[config.mk]
export PLATFORM = sky130hd
export DESIGN_NAME = rvc_expander
export DESIGN_NICKNAME = d
export VERILOG_FILES = /design/src/hw/rvc_pkg.sv /design/src/hw/rvc_expander.sv /design/src/hw/rvc_q2_expander.sv /design/src/hw/rvc_q1_expander.sv /design/src/hw/rvc_q0_expander.sv
export SDC_FILE = /design/constraint.sdc
export NUM_CORES = 1
export LEC_CHECK = 0
export ABC_CLOCK_PERIOD_IN_PS = 2400
export BUFFER_PORTS_ARGS = -buffer_cell sky130_fd_sc_hd__buf_2
export CORE_MARGIN = 3
export CORE_UTILIZATION = 62
export CTS_CLUSTER_DIAMETER = 80
export DETAILED_ROUTE_END_ITERATION = 6
export HOLD_SLACK_MARGIN = 0.06
export PLACE_DENSITY = 0.86
export SYNTH_ARGS = -nofsm -noshare
export SYNTH_HDL_FRONTEND = slang
export SYNTH_HIERARCHICAL = 1
export SYNTH_SLANG_ARGS = --single-unit
[constraint.sdc]
create_clock -name clk_i -period 2.4 [get_ports clk_i]
set_input_delay 0.24 -clock clk_i [delete_from_list [all_inputs] [get_ports clk_i]]
set_output_delay 0.24 -clock clk_i [all_outputs]
set_load 0.005 [all_outputs]
[src/hw/rvc_pkg.sv]
`default_nettype none

package rvc_pkg;

    localparam int CINST_W = 16; // compressed instruction
    localparam int INST_W  = 32; // expanded rv32i instruction
    localparam int REG_W   = 5;

    // rvc 3-bit register fields address x8..x15
    localparam logic [1:0] CREG_PREFIX = 2'b01;

    localparam logic [REG_W-1:0] REG_ZERO = 5'd0;
    localparam logic [REG_W-1:0] REG_RA   = 5'd1;
    localparam logic [REG_W-1:0] REG_SP   = 5'd2;

    typedef logic [CINST_W-1:0] cinst_t;
    typedef logic [INST_W-1:0]  inst_t;

    // quadrant field, bits 1:0 of the compressed word
    typedef enum logic [1:0] {
        Q0                = 2'b00,
        Q1                = 2'b01,
        Q2                = 2'b10,
        Q3_NOT_COMPRESSED = 2'b11
    } c_quadrant_e;

    // rv32i major opcodes produced by the expanders
    typedef enum logic [6:0] {
        OPC_OP_IMM = 7'b0010011,
        OPC_LOAD   = 7'b0000011,
        OPC_STORE  = 7'b0100011,
        OPC_LUI    = 7'b0110111,
        OPC_JAL    = 7'b1101111,
        OPC_JALR   = 7'b1100111,
        OPC_BRANCH = 7'b1100011,
        OPC_OP     = 7'b0110011,
        OPC_SYSTEM = 7'b1110011
    } base_opcode_e;

    // addi x0, x0, 0
    localparam inst_t NOP_INST    = {12'h000, REG_ZERO, 3'b000, REG_ZERO, OPC_OP_IMM};
    localparam inst_t EBREAK_INST = {12'h001, REG_ZERO, 3'b000, REG_ZERO, OPC_SYSTEM};

endpackage

`default_nettype wire
[src/hw/rvc_expander.sv]
`timescale 1ns/1ps
`default_nettype none

module rvc_expander import rvc_pkg::*; (
    input  logic   clk_i,
    input  logic   rst_i,
    input  logic   valid_i,
    input  cinst_t cinst_i,
    output logic   valid_o,
    output inst_t  inst_o
);

    c_quadrant_e quadrant;
    inst_t       inst_q0;
    inst_t       inst_q1;
    inst_t       inst_q2;
    inst_t       inst_next;

    assign quadrant = c_quadrant_e'(cinst_i[1:0]);

    rvc_q0_expander rvc_q0_expander_inst (
        .cinst_i (cinst_i),
        .inst_o  (inst_q0)
    );

    rvc_q1_expander rvc_q1_expander_inst (
        .cinst_i (cinst_i),
        .inst_o  (inst_q1)
    );

    rvc_q2_expander rvc_q2_expander_inst (
        .cinst_i (cinst_i),
        .inst_o  (inst_q2)
    );

    always_comb begin
        case (quadrant)
            Q0:      inst_next = inst_q0;
            Q1:      inst_next = inst_q1;
            Q2:      inst_next = inst_q2;
            default: inst_next = NOP_INST; // full 32-bit word, not ours to expand
        endcase
    end

    // one cycle of latency, a new word accepted every cycle
    always_ff @(posedge clk_i) begin
        if (rst_i) begin
            valid_o <= 1'b0;
            inst_o  <= NOP_INST;
        end else begin
            valid_o <= valid_i;
            if (valid_i) begin
                inst_o <= inst_next; // holds last result while idle
            end
        end
    end

endmodule

`default_nettype wire

[src/hw/rvc_q2_expander.sv]
`timescale 1ns/1ps
`default_nettype none

module rvc_q2_expander import rvc_pkg::*; (
    input  cinst_t cinst_i,
    output inst_t  inst_o
);

    logic [2:0]       funct3;
    logic [REG_W-1:0] rd;          // also rs1 for jr/jalr
    logic [REG_W-1:0] rs2;
    logic [11:0]      lwsp_imm;
    logic [11:0]      swsp_imm;

    assign funct3 = cinst_i[15:13];
    assign rd     = cinst_i[11:7];
    assign rs2    = cinst_i[6:2];

    // offset[5] from bit 12, offset[4:2|7:6] from 6:2
    assign lwsp_imm = {4'b0000, cinst_i[3:2], cinst_i[12], cinst_i[6:4], 2'b00};

    // offset[5:2|7:6] from 12:7
    assign swsp_imm = {4'b0000, cinst_i[8:7], cinst_i[12:9], 2'b00};

    always_comb begin
        inst_o = NOP_INST;
        case (funct3)
            3'b000: begin // c.slli
                inst_o = {7'b0000000, rs2, rd, 3'b001, rd, OPC_OP_IMM};
            end
            3'b010: begin // c.lwsp
                inst_o = {lwsp_imm, REG_SP, 3'b010, rd, OPC_LOAD};
            end
            3'b100: begin
                if (!cinst_i[12]) begin
                    if (rs2 == REG_ZERO) begin
                        inst_o = {12'h000, rd, 3'b000, REG_ZERO, OPC_JALR}; // c.jr
                    end else begin
                        inst_o = {7'b0000000, rs2, REG_ZERO, 3'b000, rd, OPC_OP}; // c.mv
                    end
                end else if (rs2 == REG_ZERO) begin
                    if (rd == REG_ZERO) begin
                        inst_o = EBREAK_INST;
                    end else begin
                        inst_o = {12'h000, rd, 3'b000, REG_RA, OPC_JALR}; // c.jalr
                    end
                end else begin
                    inst_o = {7'b0000000, rs2, rd, 3'b000, rd, OPC_OP}; // c.add
                end
            end
            3'b110: begin // c.swsp
                inst_o = {swsp_imm[11:5], rs2, REG_SP, 3'b010, swsp_imm[4:0], OPC_STORE};
            end
            default: begin
                inst_o = NOP_INST; // fp loads/stores not supported
            end
        endcase
    end

endmodule

`default_nettype wire

[src/hw/rvc_q1_expander.sv]
`timescale 1ns/1ps
`default_nettype none

module rvc_q1_expander import rvc_pkg::*; (
    input  cinst_t cinst_i,
    output inst_t  inst_o
);

    logic [2:0]       funct3;
    logic [REG_W-1:0] rd;           // full rd/rs1 field
    logic [REG_W-1:0] creg_hi;      // rd'/rs1', bits 9:7
    logic [REG_W-1:0] creg_lo;      // rs2', bits 4:2
    logic [11:0]      imm6_sext;    // 6-bit immediate sign extended
    logic [11:0]      addi16sp_imm;
    logic [19:0]      lui_imm;
    logic [19:0]      jal_imm;      // already in jal field order
    logic [6:0]       br_imm_hi;    // imm[12|10:5]
    logic [4:0]       br_imm_lo;    // imm[4:1|11]
    logic [4:0]       shamt;

    assign funct3  = cinst_i[15:13];
    assign rd      = cinst_i[11:7];
    assign creg_hi = {CREG_PREFIX, cinst_i[9:7]};
    assign creg_lo = {CREG_PREFIX, cinst_i[4:2]};
    assign shamt   = cinst_i[6:2];

    assign imm6_sext = {{7{cinst_i[12]}}, cinst_i[6:2]};

    // nzimm[9|4|6|8:7|5] scaled by 16
    assign addi16sp_imm = {{3{cinst_i[12]}}, cinst_i[4:3], cinst_i[5], cinst_i[2], cinst_i[6],
                           4'b0000};

    assign lui_imm = {{15{cinst_i[12]}}, cinst_i[6:2]};

    // offset[11|4|9:8|10|6|7|3:1|5] reordered into imm[20|10:1|11|19:12]
    assign jal_imm = {cinst_i[12], cinst_i[8], cinst_i[10:9], cinst_i[6], cinst_i[7],
                      cinst_i[2], cinst_i[11], cinst_i[5:3], {9{cinst_i[12]}}};

    // offset[8|4:3] from 12:10 and offset[7:6|2:1|5] from 6:2
    assign br_imm_hi = {{4{cinst_i[12]}}, cinst_i[6:5], cinst_i[2]};
    assign br_imm_lo = {cinst_i[11:10], cinst_i[4:3], cinst_i[12]};

    always_comb begin
        inst_o = NOP_INST;
        case (funct3)
            3'b000: begin // c.addi
                inst_o = {imm6_sext, rd, 3'b000, rd, OPC_OP_IMM};
            end
            3'b001: begin // c.jal links through ra
                inst_o = {jal_imm, REG_RA, OPC_JAL};
            end
            3'b010: begin // c.li
                inst_o = {imm6_sext, REG_ZERO, 3'b000, rd, OPC_OP_IMM};
            end
            3'b011: begin
                if (rd == REG_SP) begin
                    inst_o = {addi16sp_imm, REG_SP, 3'b000, REG_SP, OPC_OP_IMM};
                end else begin
                    inst_o = {lui_imm, rd, OPC_LUI};
                end
            end
            3'b100: begin
                case (cinst_i[11:10])
                    2'b00: inst_o = {7'b0000000, shamt, creg_hi, 3'b101, creg_hi, OPC_OP_IMM};
                    2'b01: inst_o = {7'b0100000, shamt, creg_hi, 3'b101, creg_hi, OPC_OP_IMM};
                    2'b10: inst_o = {imm6_sext, creg_hi, 3'b111, creg_hi, OPC_OP_IMM}; // c.andi
                    default: begin
                        // register-register group picked by bits 6:5
                        case (cinst_i[6:5])
                            2'b00: inst_o = {7'b0100000, creg_lo, creg_hi, 3'b000, creg_hi,
                                             OPC_OP};
                            2'b01: inst_o = {7'b0000000, creg_lo, creg_hi, 3'b100, creg_hi,
                                             OPC_OP};
                            2'b10: inst_o = {7'b0000000, creg_lo, creg_hi, 3'b110, creg_hi,
                                             OPC_OP};
                            default: inst_o = {7'b0000000, creg_lo, creg_hi, 3'b111, creg_hi,
                                               OPC_OP};
                        endcase
                    end
                endcase
            end
            3'b101: begin // c.j
                inst_o = {jal_imm, REG_ZERO, OPC_JAL};
            end
            3'b110: begin // c.beqz
                inst_o = {br_imm_hi, REG_ZERO, creg_hi, 3'b000, br_imm_lo, OPC_BRANCH};
            end
            default: begin // c.bnez
                inst_o = {br_imm_hi, REG_ZERO, creg_hi, 3'b001, br_imm_lo, OPC_BRANCH};
            end
        endcase
    end

endmodule

`default_nettype wire

[src/hw/rvc_q0_expander.sv]
`timescale 1ns/1ps
`default_nettype none

module rvc_q0_expander import rvc_pkg::*; (
    input  cinst_t cinst_i,
    output inst_t  inst_o
);

    logic [2:0]       funct3;
    logic [REG_W-1:0] creg_lo;     // rd' or rs2', bits 4:2
    logic [REG_W-1:0] creg_hi;     // rs1', bits 9:7
    logic [11:0]      addi4spn_imm;
    logic [11:0]      lw_imm;

    assign funct3  = cinst_i[15:13];
    assign creg_lo = {CREG_PREFIX, cinst_i[4:2]};
    assign creg_hi = {CREG_PREFIX, cinst_i[9:7]};

    // nzuimm[9:2] scaled by 4, zero extended
    assign addi4spn_imm = {2'b00, cinst_i[10:7], cinst_i[12:11], cinst_i[5], cinst_i[6],
                           2'b00};

    // word offset, bits 6:2 used
    assign lw_imm = {5'b00000, cinst_i[5], cinst_i[12:10], cinst_i[6], 2'b00};

    always_comb begin
        inst_o = NOP_INST;
        case (funct3)
            3'b000: begin // c.addi4spn
                inst_o = {addi4spn_imm, REG_SP, 3'b000, creg_lo, OPC_OP_IMM};
            end
            3'b010: begin // c.lw
                inst_o = {lw_imm, creg_hi, 3'b010, creg_lo, OPC_LOAD};
            end
            3'b110: begin
                // store splits the same offset across imm[11:5] and imm[4:0]
                inst_o = {lw_imm[11:5], creg_lo, creg_hi, 3'b010, lw_imm[4:0], OPC_STORE};
            end
            default: begin
                inst_o = NOP_INST; // reserved or unsupported in rv32i
            end
        endcase
    end

endmodule

`default_nettype wire

; Word-level counts from Yosys, hierarchy flattened
; Index checks and enable logic that the tools add are counted.
[totals]
reg_bits = 33
input_bits = 19
out_inout_bits = 33
wordCells = 32
[op_classes]
eq_ne = 13
muxes = 11
reduce_logical = 6
[op_table]
columns = op, count
row1 = 32-bit one-hot mux with 7 select lines, 1
row2 = 32-bit one-hot mux with 3 select lines, 2
row3 = 32-bit one-hot mux with 4 select lines, 1
row4 = 31-bit one-hot mux with 3 select lines, 1
row5 = 30-bit one-hot mux with 3 select lines, 1
row6 = 25-bit two-way mux, 3
row7 = 29-bit two-way mux, 1
row8 = 21-bit two-way mux, 1
row9 = 5-bit zero test, 2
row10 = "3-bit == test, second input constant", 3
row11 = "2-bit by 1-bit == test with 1-bit output, second input constant", 3
row12 = "2-bit == test, second input constant", 3
row13 = "3-bit by 2-bit == test with 1-bit output, second input constant", 2
row14 = 2-bit zero test, 3
row15 = "5-bit by 2-bit == test with 1-bit output, second input constant", 1
row16 = "3-bit by 1-bit == test with 1-bit output, second input constant", 1
row17 = 3-bit zero test, 1

; Logic depth before layout (Yosys ltp)
; Gate-level depths: netlist of run 1.
[depth]
word_depth = 6
depth_mapped = 9
mapped_depth_nobuf = 7

; Modules after synthesis
; Netlist of run 1, hierarchy kept.
[by_module_without_submodules]
columns = mod, instances, cells_per_inst, area_per_inst_um2, seq_area_each_um2
row1 = rvc_expander, 1, 222, 1839.3, 660.6
row2 = rvc_q1_expander, 1, 124, 711.9, 0.0
row3 = rvc_q2_expander, 1, 61, 379.1, 0.0
row4 = rvc_q0_expander, 1, 46, 314.1, 0.0

; Worst setup path before layout of run 1
; OpenSTA, ideal clock, no wires.
[synth_timing]
path_type = in2reg
from = in cinst_i[10]
to = reg inst_o[20]
setup_ps = 78
arrival_time_ps = 1432
t_required_ps = 2322
path_slack_ps = 890
path_stages = 6
n_path_buf = 0
path_cell_list = or4_4 nor3_4 a31oi_1 a211oi_2 a211oi_1 nor3_1
[synth_via]
elab_chain_len = 6
word_cells_on_any_way = 13
classes_between = 3 x eq/ne / 8 x mux / 2 x reduce/logical
[synth_rtl]
columns = item, line_no
row1 = "start, declared", rvc_expander.sv:8  ; input cinst_t cinst_i,
row2 = 5-bit zero test, rvc_q2_expander.sv:42  ; if (rd == REG_ZERO) begin
row3 = 21-bit two-way mux, rvc_q2_expander.sv:42
row4 = 25-bit two-way mux, rvc_q2_expander.sv:41  ; end else if (rs2 == REG_ZERO) begin
row5 = 25-bit two-way mux, rvc_q2_expander.sv:35  ; if (!cinst_i[12]) begin
row6 = 32-bit one-hot mux with 4 select lines, rvc_q2_expander.sv:27  ; case (funct3)
row7 = net inst_q2[20], rvc_expander.sv:16  ; inst_t inst_q2;
row8 = 32-bit one-hot mux with 3 select lines, rvc_expander.sv:37  ; case (quadrant)
row9 = "end signal, assigned", rvc_expander.sv:53  ; inst_o <= inst_next;
row10 = "end, declared", rvc_expander.sv:10  ; output inst_t inst_o
; The timed path passes the listed nets, and every way through them passes these cells.
; A chain may end at the register's enable or synchronous reset.

; Worst setup path in the final report of run 1
[layout_timing]
from = in cinst_i[14]
to = reg inst_o[13]
[layout_via]
elab_chain_len = 3
word_cells_on_any_way = 11
classes_between = 6 x eq/ne / 4 x mux / 1 x reduce/logical
[layout_rtl]
columns = item, line_no
row1 = 3-bit == test (tied with other cells), rvc_q1_expander.sv:45  ; case (funct3)
row2 = 32-bit one-hot mux with 7 select lines (*), rvc_q1_expander.sv:45
row3 = net inst_q1[13], rvc_expander.sv:15  ; inst_t inst_q1;
row4 = 32-bit one-hot mux with 3 select lines (*), rvc_expander.sv:37
; Mark *: on every way through the listed nets, which the timed path passes. The rest lies on a longest branch.

==> results of run 1 <==
==> kinds of logic (layout without fill, tap and decap cells) <==
kind of cell / Yosys count / after routing / share of synthesized area
AND/OR/NAND/NOR: 198 / 198 / 0.347
other: 5 / 20 / 0.00579
buffers and inverters: 76 / 79 / 0.140
multiplexers: 8 / 8 / 0.0247
AO/OA/AOI/OAI: 133 / 133 / 0.279
flip-flops: 33 / 33 / 0.204
==> final timing paths <==
| kind | endpoint | slack (ps) | from | depth (start not counted) |
|---|---|---|---|---|
| max | inst_o[13] | 400 | cinst_i[14] | 8 |
| max reg2reg | inst_o[4] | 1540 | inst_o[4] | 3 |
| min reg2reg | inst_o[16] | 540 | inst_o[16] | 2 |
| min | valid_o | 440 | valid_i | 2 |
==> synthesized netlist by cell type (2+ instances only) <==
cell type   n  share of area
inv_1      14          0.016
o2111ai_1   2         0.0054
buf_2      14          0.022
a21o_1      4         0.0093
and2_2      5          0.012
nand2_1    24          0.028
a31oi_1     3         0.0058
o211ai_1    3         0.0069
a21oi_1    13          0.020
a211oi_1   30          0.069
o21ai_0    20          0.031
nor3b_1     3         0.0069
dfxtp_1    33           0.20
nor2b_1    66           0.13
nand3_1     3         0.0046
nor3_1     34          0.052
and2_1     13          0.025
or3_1       3         0.0058
a221o_1     2         0.0062
buf_4      26          0.060
mux2i_1     8          0.025
clkbuf_1   12          0.014
buf_6       7          0.024
o22ai_1    32          0.062
o21ai_1     3         0.0046
a22oi_1     2         0.0046
nor2_1     28          0.032
conb_1      5         0.0058
a31o_1      2         0.0054
and3_1      5         0.0096
o311ai_1    2         0.0054
nand2b_4    2         0.0085
o21a_1      2         0.0046
==> power by group <==
part	total, mW	internal [mW]	switching, mW
logic	0.476	0.190	0.286
registers	0.609	0.589	0.0209
clock network	0.412	0.201	0.211
==> layout by cell type, fill, tap and decap left out, drive strengths merged, types with 3 or more instances in the layout <==
| master | instances |
|---|---|
| nor2b | 67 |
| buf | 56 |
| nor3 | 35 |
| dfxtp | 33 |
| o22ai | 32 |
| a211oi | 31 |
| nor2 | 29 |
| nand2 | 25 |
| o21ai | 23 |
| conb | 20 |
| and2 | 18 |
| inv | 15 |
| a21oi | 13 |
| mux2i | 8 |
| clkbuf | 6 |
| and3 | 5 |
| a21o | 5 |
| or3 | 3 |
| nor3b | 3 |
| o211ai | 3 |
| nand3 | 3 |
| a31oi | 3 |
| nand2b | 3 |
| a22oi | 3 |
==> area by class of cell <==
cell class,count,share of cell area
Timing Repair Buffer,56,0.0905
Clock inverter,2,0.00297
Multi-Input combinational cell,359,0.648
Sequential cell,33,0.196
Clock buffer,6,0.0215
Tap cell,67,0.0248
Inverter,15,0.0167
==> flip-flops by register name (all words and copies together), names as in the netlist <==
| signal | cells |
|---|---|
| inst_o | 32 |
| valid_o | 1 |
==> layer usage <==
metal / share of wire / up-vias
met5: 0 / -
met2: 0.44 / 256
met1: 0.41 / 1548
li1: - / 1609
met3: 0.12 / 36
met4: 0.030 / 0
==> through the flow <==
step / area (um2) / power [mW]
5_1_grt: 3370 / 1.58
4_1_cts: 3370 / 1.50
2_1_floorplan: 3300 / 0.974
6_report: 3370 / 1.50
3_3_place_gp: 3290 / 1.08
3_5_place_dp: 3290 / 1.08
==> results by group, run 1 <==
Global route
  • Vias in the first global route: 3085
  • Met2 usage: 0.467
  • Largest net degree at the start of global routing: 48
  • Global route total overflow: 0
  • Initial antenna violation count: 0
  • Routing usage on met1: 0.425
  • Gr busiest metal: met2
  • Tot GR Track Use: 0.308
  • First-pass GRT wire length: 15.3 mm
  • GRT met3 Usage: 0.0596

Cells and area
  • Fillers: 450
  • Layout area overhead: 4.01%
  • Final core utilization: 0.692
  • Non-filler cells, final: 538
  • Multi-input gate area: 2190 um2
  • Register area: 661 um2
  • Final #Nets: 489
  • ANT cells: 0
  • Layout cells sized above 1: 0.176

Route
  • Antenna Violating Nets Remaining: 0
  • Via/cell ratio: 6.41
  • DRC violations left: 0
  • Post-detailed-routing wire length: 9.38 mm
  • Via count: 3449
  • DRT Pass-1 Iters: 5
  • Iter 0 DRT Violations: 385
  • Wire per inst: 17.4 um

Synth
  • Main synth FF type: dfxtp_1
  • Ys async rst share: 0
  • Synth unique cells: 61
  • Syn Inst Count: 453
  • Sequential share of the synthesized area: 0.204
  • Post-Syn Area: 3240 um2
  • Syn avg cell area: 7.16 um2
  • Synth warnings: 6
  • Seq cells post-synth: 33
  • Post-synth EDFFs: 0

Critical path
  • CP endpoint kind: register
  • CP Class: input pin to register
  • CP top delay family: compound AO/OA/AOI/OAI gates
  • Slowest CP cell: a2111oi_0
  • CP Max Fanout: 24
  • WP buf/inv: 2
  • Startpoint type of the worst setup path: input pin
  • WP data arrival: 2210 ps
  • Crit path cell chain: buf_2 > inv_1 > nand2_1 > a2111oi_0 > a221o_1 > nor2b_1 > o22ai_1 > nor3_1
  • Crit-path max cell delay: 570 ps
  • Worst Path Required: 2610 ps

Clocking
  • Clock buffer depth: 2
  • TritonCTS clock tree: built
  • Sink Count: 33
  • Clock Root Buffer: clkbuf_8
  • # hold bufs at CTS: 0
  • Inserted Clock Buffers: 5
  • Clock transition at path regs: 70 ps
  • CTS resizes: 0
  • Worst-skew pair later-pin latency: 290 ps
  • Htree depth: 2
  • Setup bufs post-CTS: 0

Floorplan
  • # IOs: 52
  • Die footprint: 6140 um2
  • Core area: 4880 um2
  • Initial Util: 0.665
  • Site Rows: 25
  • Die width: 78.3 um
  • Chip height: 78.3 um

Timing
  • Slew @ Worst Pin: 814 ps
  • Max Freq: 0.501 GHz
  • Final TNS setup: 0 ps
  • Min Hold Slack: 437 ps
  • Slew Viols, Final: 0
  • Slew HR: 0.458
  • Final hold vios: 0
  • Setup violators final: 0
  • Min Clock Period, post-route: 2000 ps
  • Crit share post-route: 0.832
  • RSZ-0062 raised after global routing: false
  • Final worst slack: 402 ps
  • Clock skew: 0 ps

Hold path
  • Hold Crit Class: input pin to register

Pwr
  • Pleak: 1.45 nW
  • Max VDD drop: 287 uV
  • P per Cell Area: 444 nW/um2

Place
  • Post-DP HPWL: 6.18 mm
  • Gpl congestion: 0.996
  • Placed cells: 530
  • Worst slack at placement: 251 ps
  • Port bufs: 51

Job
  • MaxCap Viol Count: 0

Run status
  • Status: finished, final reports clean
No activity file was read; power rests on OpenSTA's default activity.
==> run 2: changes to the inputs <==
ABC_CLOCK_PERIOD_IN_PS = 1700   (was 2400)
CORE_UTILIZATION = 52   (was 62)
PLACE_DENSITY = 0.77   (was 0.86)
clock period = 1.7 ns   (was 2.4 ns; I/O delays follow)
==> run 2 against run 1 <==
  * Combinational power up 61%
  * Global-route usage fell by 1.4 points
  * Critical path depth down 2
  * Count of clock-buffer cells in the layout is the same
  * Power rose by 48%
  * Final cell count up 11%
  * Clock skew stayed put
  * Non-clock buffer count is 49 higher
  * Largest power group unchanged
  * Highest routed layer unchanged
==> results by group, run 2 (same netlist as run 1, synthesis figures left out) <==
Run status
  • Status: finished, final reports clean

Cells and area
  • Register area: 661 um2 (unchanged)
  • Commonest non-fill, non-tap cell in the layout: nor2b_1
  • ANT cells: 0 (unchanged)
  • Layout area overhead: 16.0%
  • Multi-input gate area: 2190 um2 (unchanged)
  • Non-filler cells, final: 595 (+11%)
  • Layout cells sized above 1: 0.254 (+0.0776)
  • Regs by FF count: inst_o: 32 flops, valid_o: 1 flops
  • Final #Nets: 538 (+10%)
  • Most frequent cells in the layout: nor2b_1 (66), buf_4 (52), buf_2 (51)
  • Top reg by flops: inst_o
  • Final Cell Area: 3760 um2 (+12%)
  • Fillers: 579 (+29%)
  • Largest register FFs: 32 (unchanged)

Clocking
  • TritonCTS clock tree: built
  • # hold bufs at CTS: 0 (unchanged)
  • Clock buffer depth: 2 (unchanged)
  • Sink Count: 33 (unchanged)
  • Inserted Clock Buffers: 5 (unchanged)
  • Worst-skew pair later-pin latency: 290 ps (about the same)
  • Clock transition at path regs: 70 ps (about the same)
  • Setup bufs post-CTS: 0 (unchanged)
  • Clock Root Buffer: clkbuf_8
  • Htree depth: 2 (unchanged)
  • CTS resizes: 0 (unchanged)

Floorplan
  • # IOs: 52 (unchanged)
  • Site Rows: 28 (+12%)
  • Chip height: 85.0 um (+8.5%)
  • Die width: 85.0 um (+8.5%)
  • Core area: 5990 um2 (+23%)
  • Die footprint: 7220 um2 (+18%)
  • Initial Util: 0.542 (-0.123)

Timing
  • Slew HR: 0.568 (+0.110)
  • Setup violators final: 0 (unchanged)
  • Slew @ Worst Pin: 648 ps (-166 ps)
  • Clock skew: 0 ps (unchanged)
  • Final hold vios: 0 (unchanged)
  • Max Freq: 0.646 GHz
  • Min Clock Period, post-route: 1550 ps
  • Slew Viols, Final: 0 (unchanged)
  • RSZ-0062 raised after global routing: false
  • Crit share post-route: 0.910

Critical path
  • Crit-path max cell delay: 560 ps (about the same)
  • WP buf/inv: 1 (-1)
  • Crit path cell chain: buf_2 > or4_4 > o2111ai_1 > o21ai_0 > a211oi_1 > nor3_1
  • Startpoint type of the worst setup path: input pin
  • WP data arrival: 1700 ps (-510 ps)
  • CP Max Fanout: 5 (-79%)
  • Slowest CP cell: or4_4
  • CP Class: input pin to register
  • CP endpoint kind: register
  • Worst Path Required: 1850 ps (-760 ps)
  • CP top delay family: compound AO/OA/AOI/OAI gates

Route
  • Iter 0 DRT Violations: 388 (+0.78%)
  • Antenna Violating Nets Remaining: 0 (unchanged)
  • DRC violations left: 0 (unchanged)
  • Via/cell ratio: 6.08 (-5.2%)
  • DRT Pass-1 Iters: 6 (+1)
  • Post-detailed-routing wire length: 10.5 mm (+11%)
  • Wire per inst: 17.6 um (+0.79%)
  • Via count: 3617 (+4.9%)

Pwr
  • Max VDD drop: 406 uV (+41%)
  • Pleak: 1.70 nW (+17%)
  • Design Power: 2.22 mW (+48%)
  • P per Cell Area: 589 nW/um2 (+33%)

Place
  • Post-DP HPWL: 7.59 mm (+23%)
  • Post-DP Area: 3680 um2 (+12%)
  • Gpl congestion: 1.04 (+4.5%)
  • Placed cells: 587 (+11%)
  • Port bufs: 51 (unchanged)

Hold path
  • Hold Crit Class: input pin to register

Global route
  • Initial antenna violation count: 0 (unchanged)
  • Vias in the first global route: 3331 (+8.0%)
  • First-pass GRT wire length: 17.2 mm (+12%)
  • Global route total overflow: 0 (unchanged)
  • Largest net degree at the start of global routing: 51 (+6.3%)
  • Tot GR Track Use: 0.293 (-0.0144)

Job
  • MaxCap Viol Count: 0 (unchanged)
-- run 2: where the power goes --
group	switching, mW	internal [mW]
clock network	0.310	0.284
registers	0.0299	0.831
logic	0.427	0.337
total	0.767	1.45
-- run 2: layout make-up --
class                      count  share of cell area
clock buffer                   6              0.0193
clock inverter                 2             0.00266
inverter                      15              0.0150
multi-input combinational    359               0.581
sequential                    33               0.175
tap                           75              0.0249
timing repair buffer         105               0.182
-- run 2: metal layers --
layer / global-route usage / share of wire / vias to the layer above
met1: 0.396 / 0.43 / 1698
met5: 0 / 0 / -
met2: 0.480 / 0.46 / 168
met3: 0.0456 / 0.082 / 35
li1: - / - / 1716
met4: 0.0892 / 0.031 / 0
-- run 2: worst register-to-register path, stage by stage (launching register included) --
cell	delay [ps]
dfxtp_1	320
inv_1	50
o22ai_1	60
or3_1	320
-- run 2: path summary, 6_finish.rpt --
path,start,to,slack [ps],depth (start not counted)
setup reg to reg,inst_o[4],inst_o[4],830,3
hold / removal,cinst_i[1],inst_o[4],330,4
setup / recovery,cinst_i[10],inst_o[7],150,6
hold reg to reg,inst_o[18],inst_o[18],550,2
-- run 2: stage by stage --
stage	hold slack (ps)	utilization	setup WS, ps	setup TNS [ps]
floorplan	274	-	260	0
global placement	530	0.615	-153	-217
detailed placement	536	0.615	-122	-122
CTS	340	0.628	184	0
global route	391	0.628	134	0
finish	331	0.628	152	0
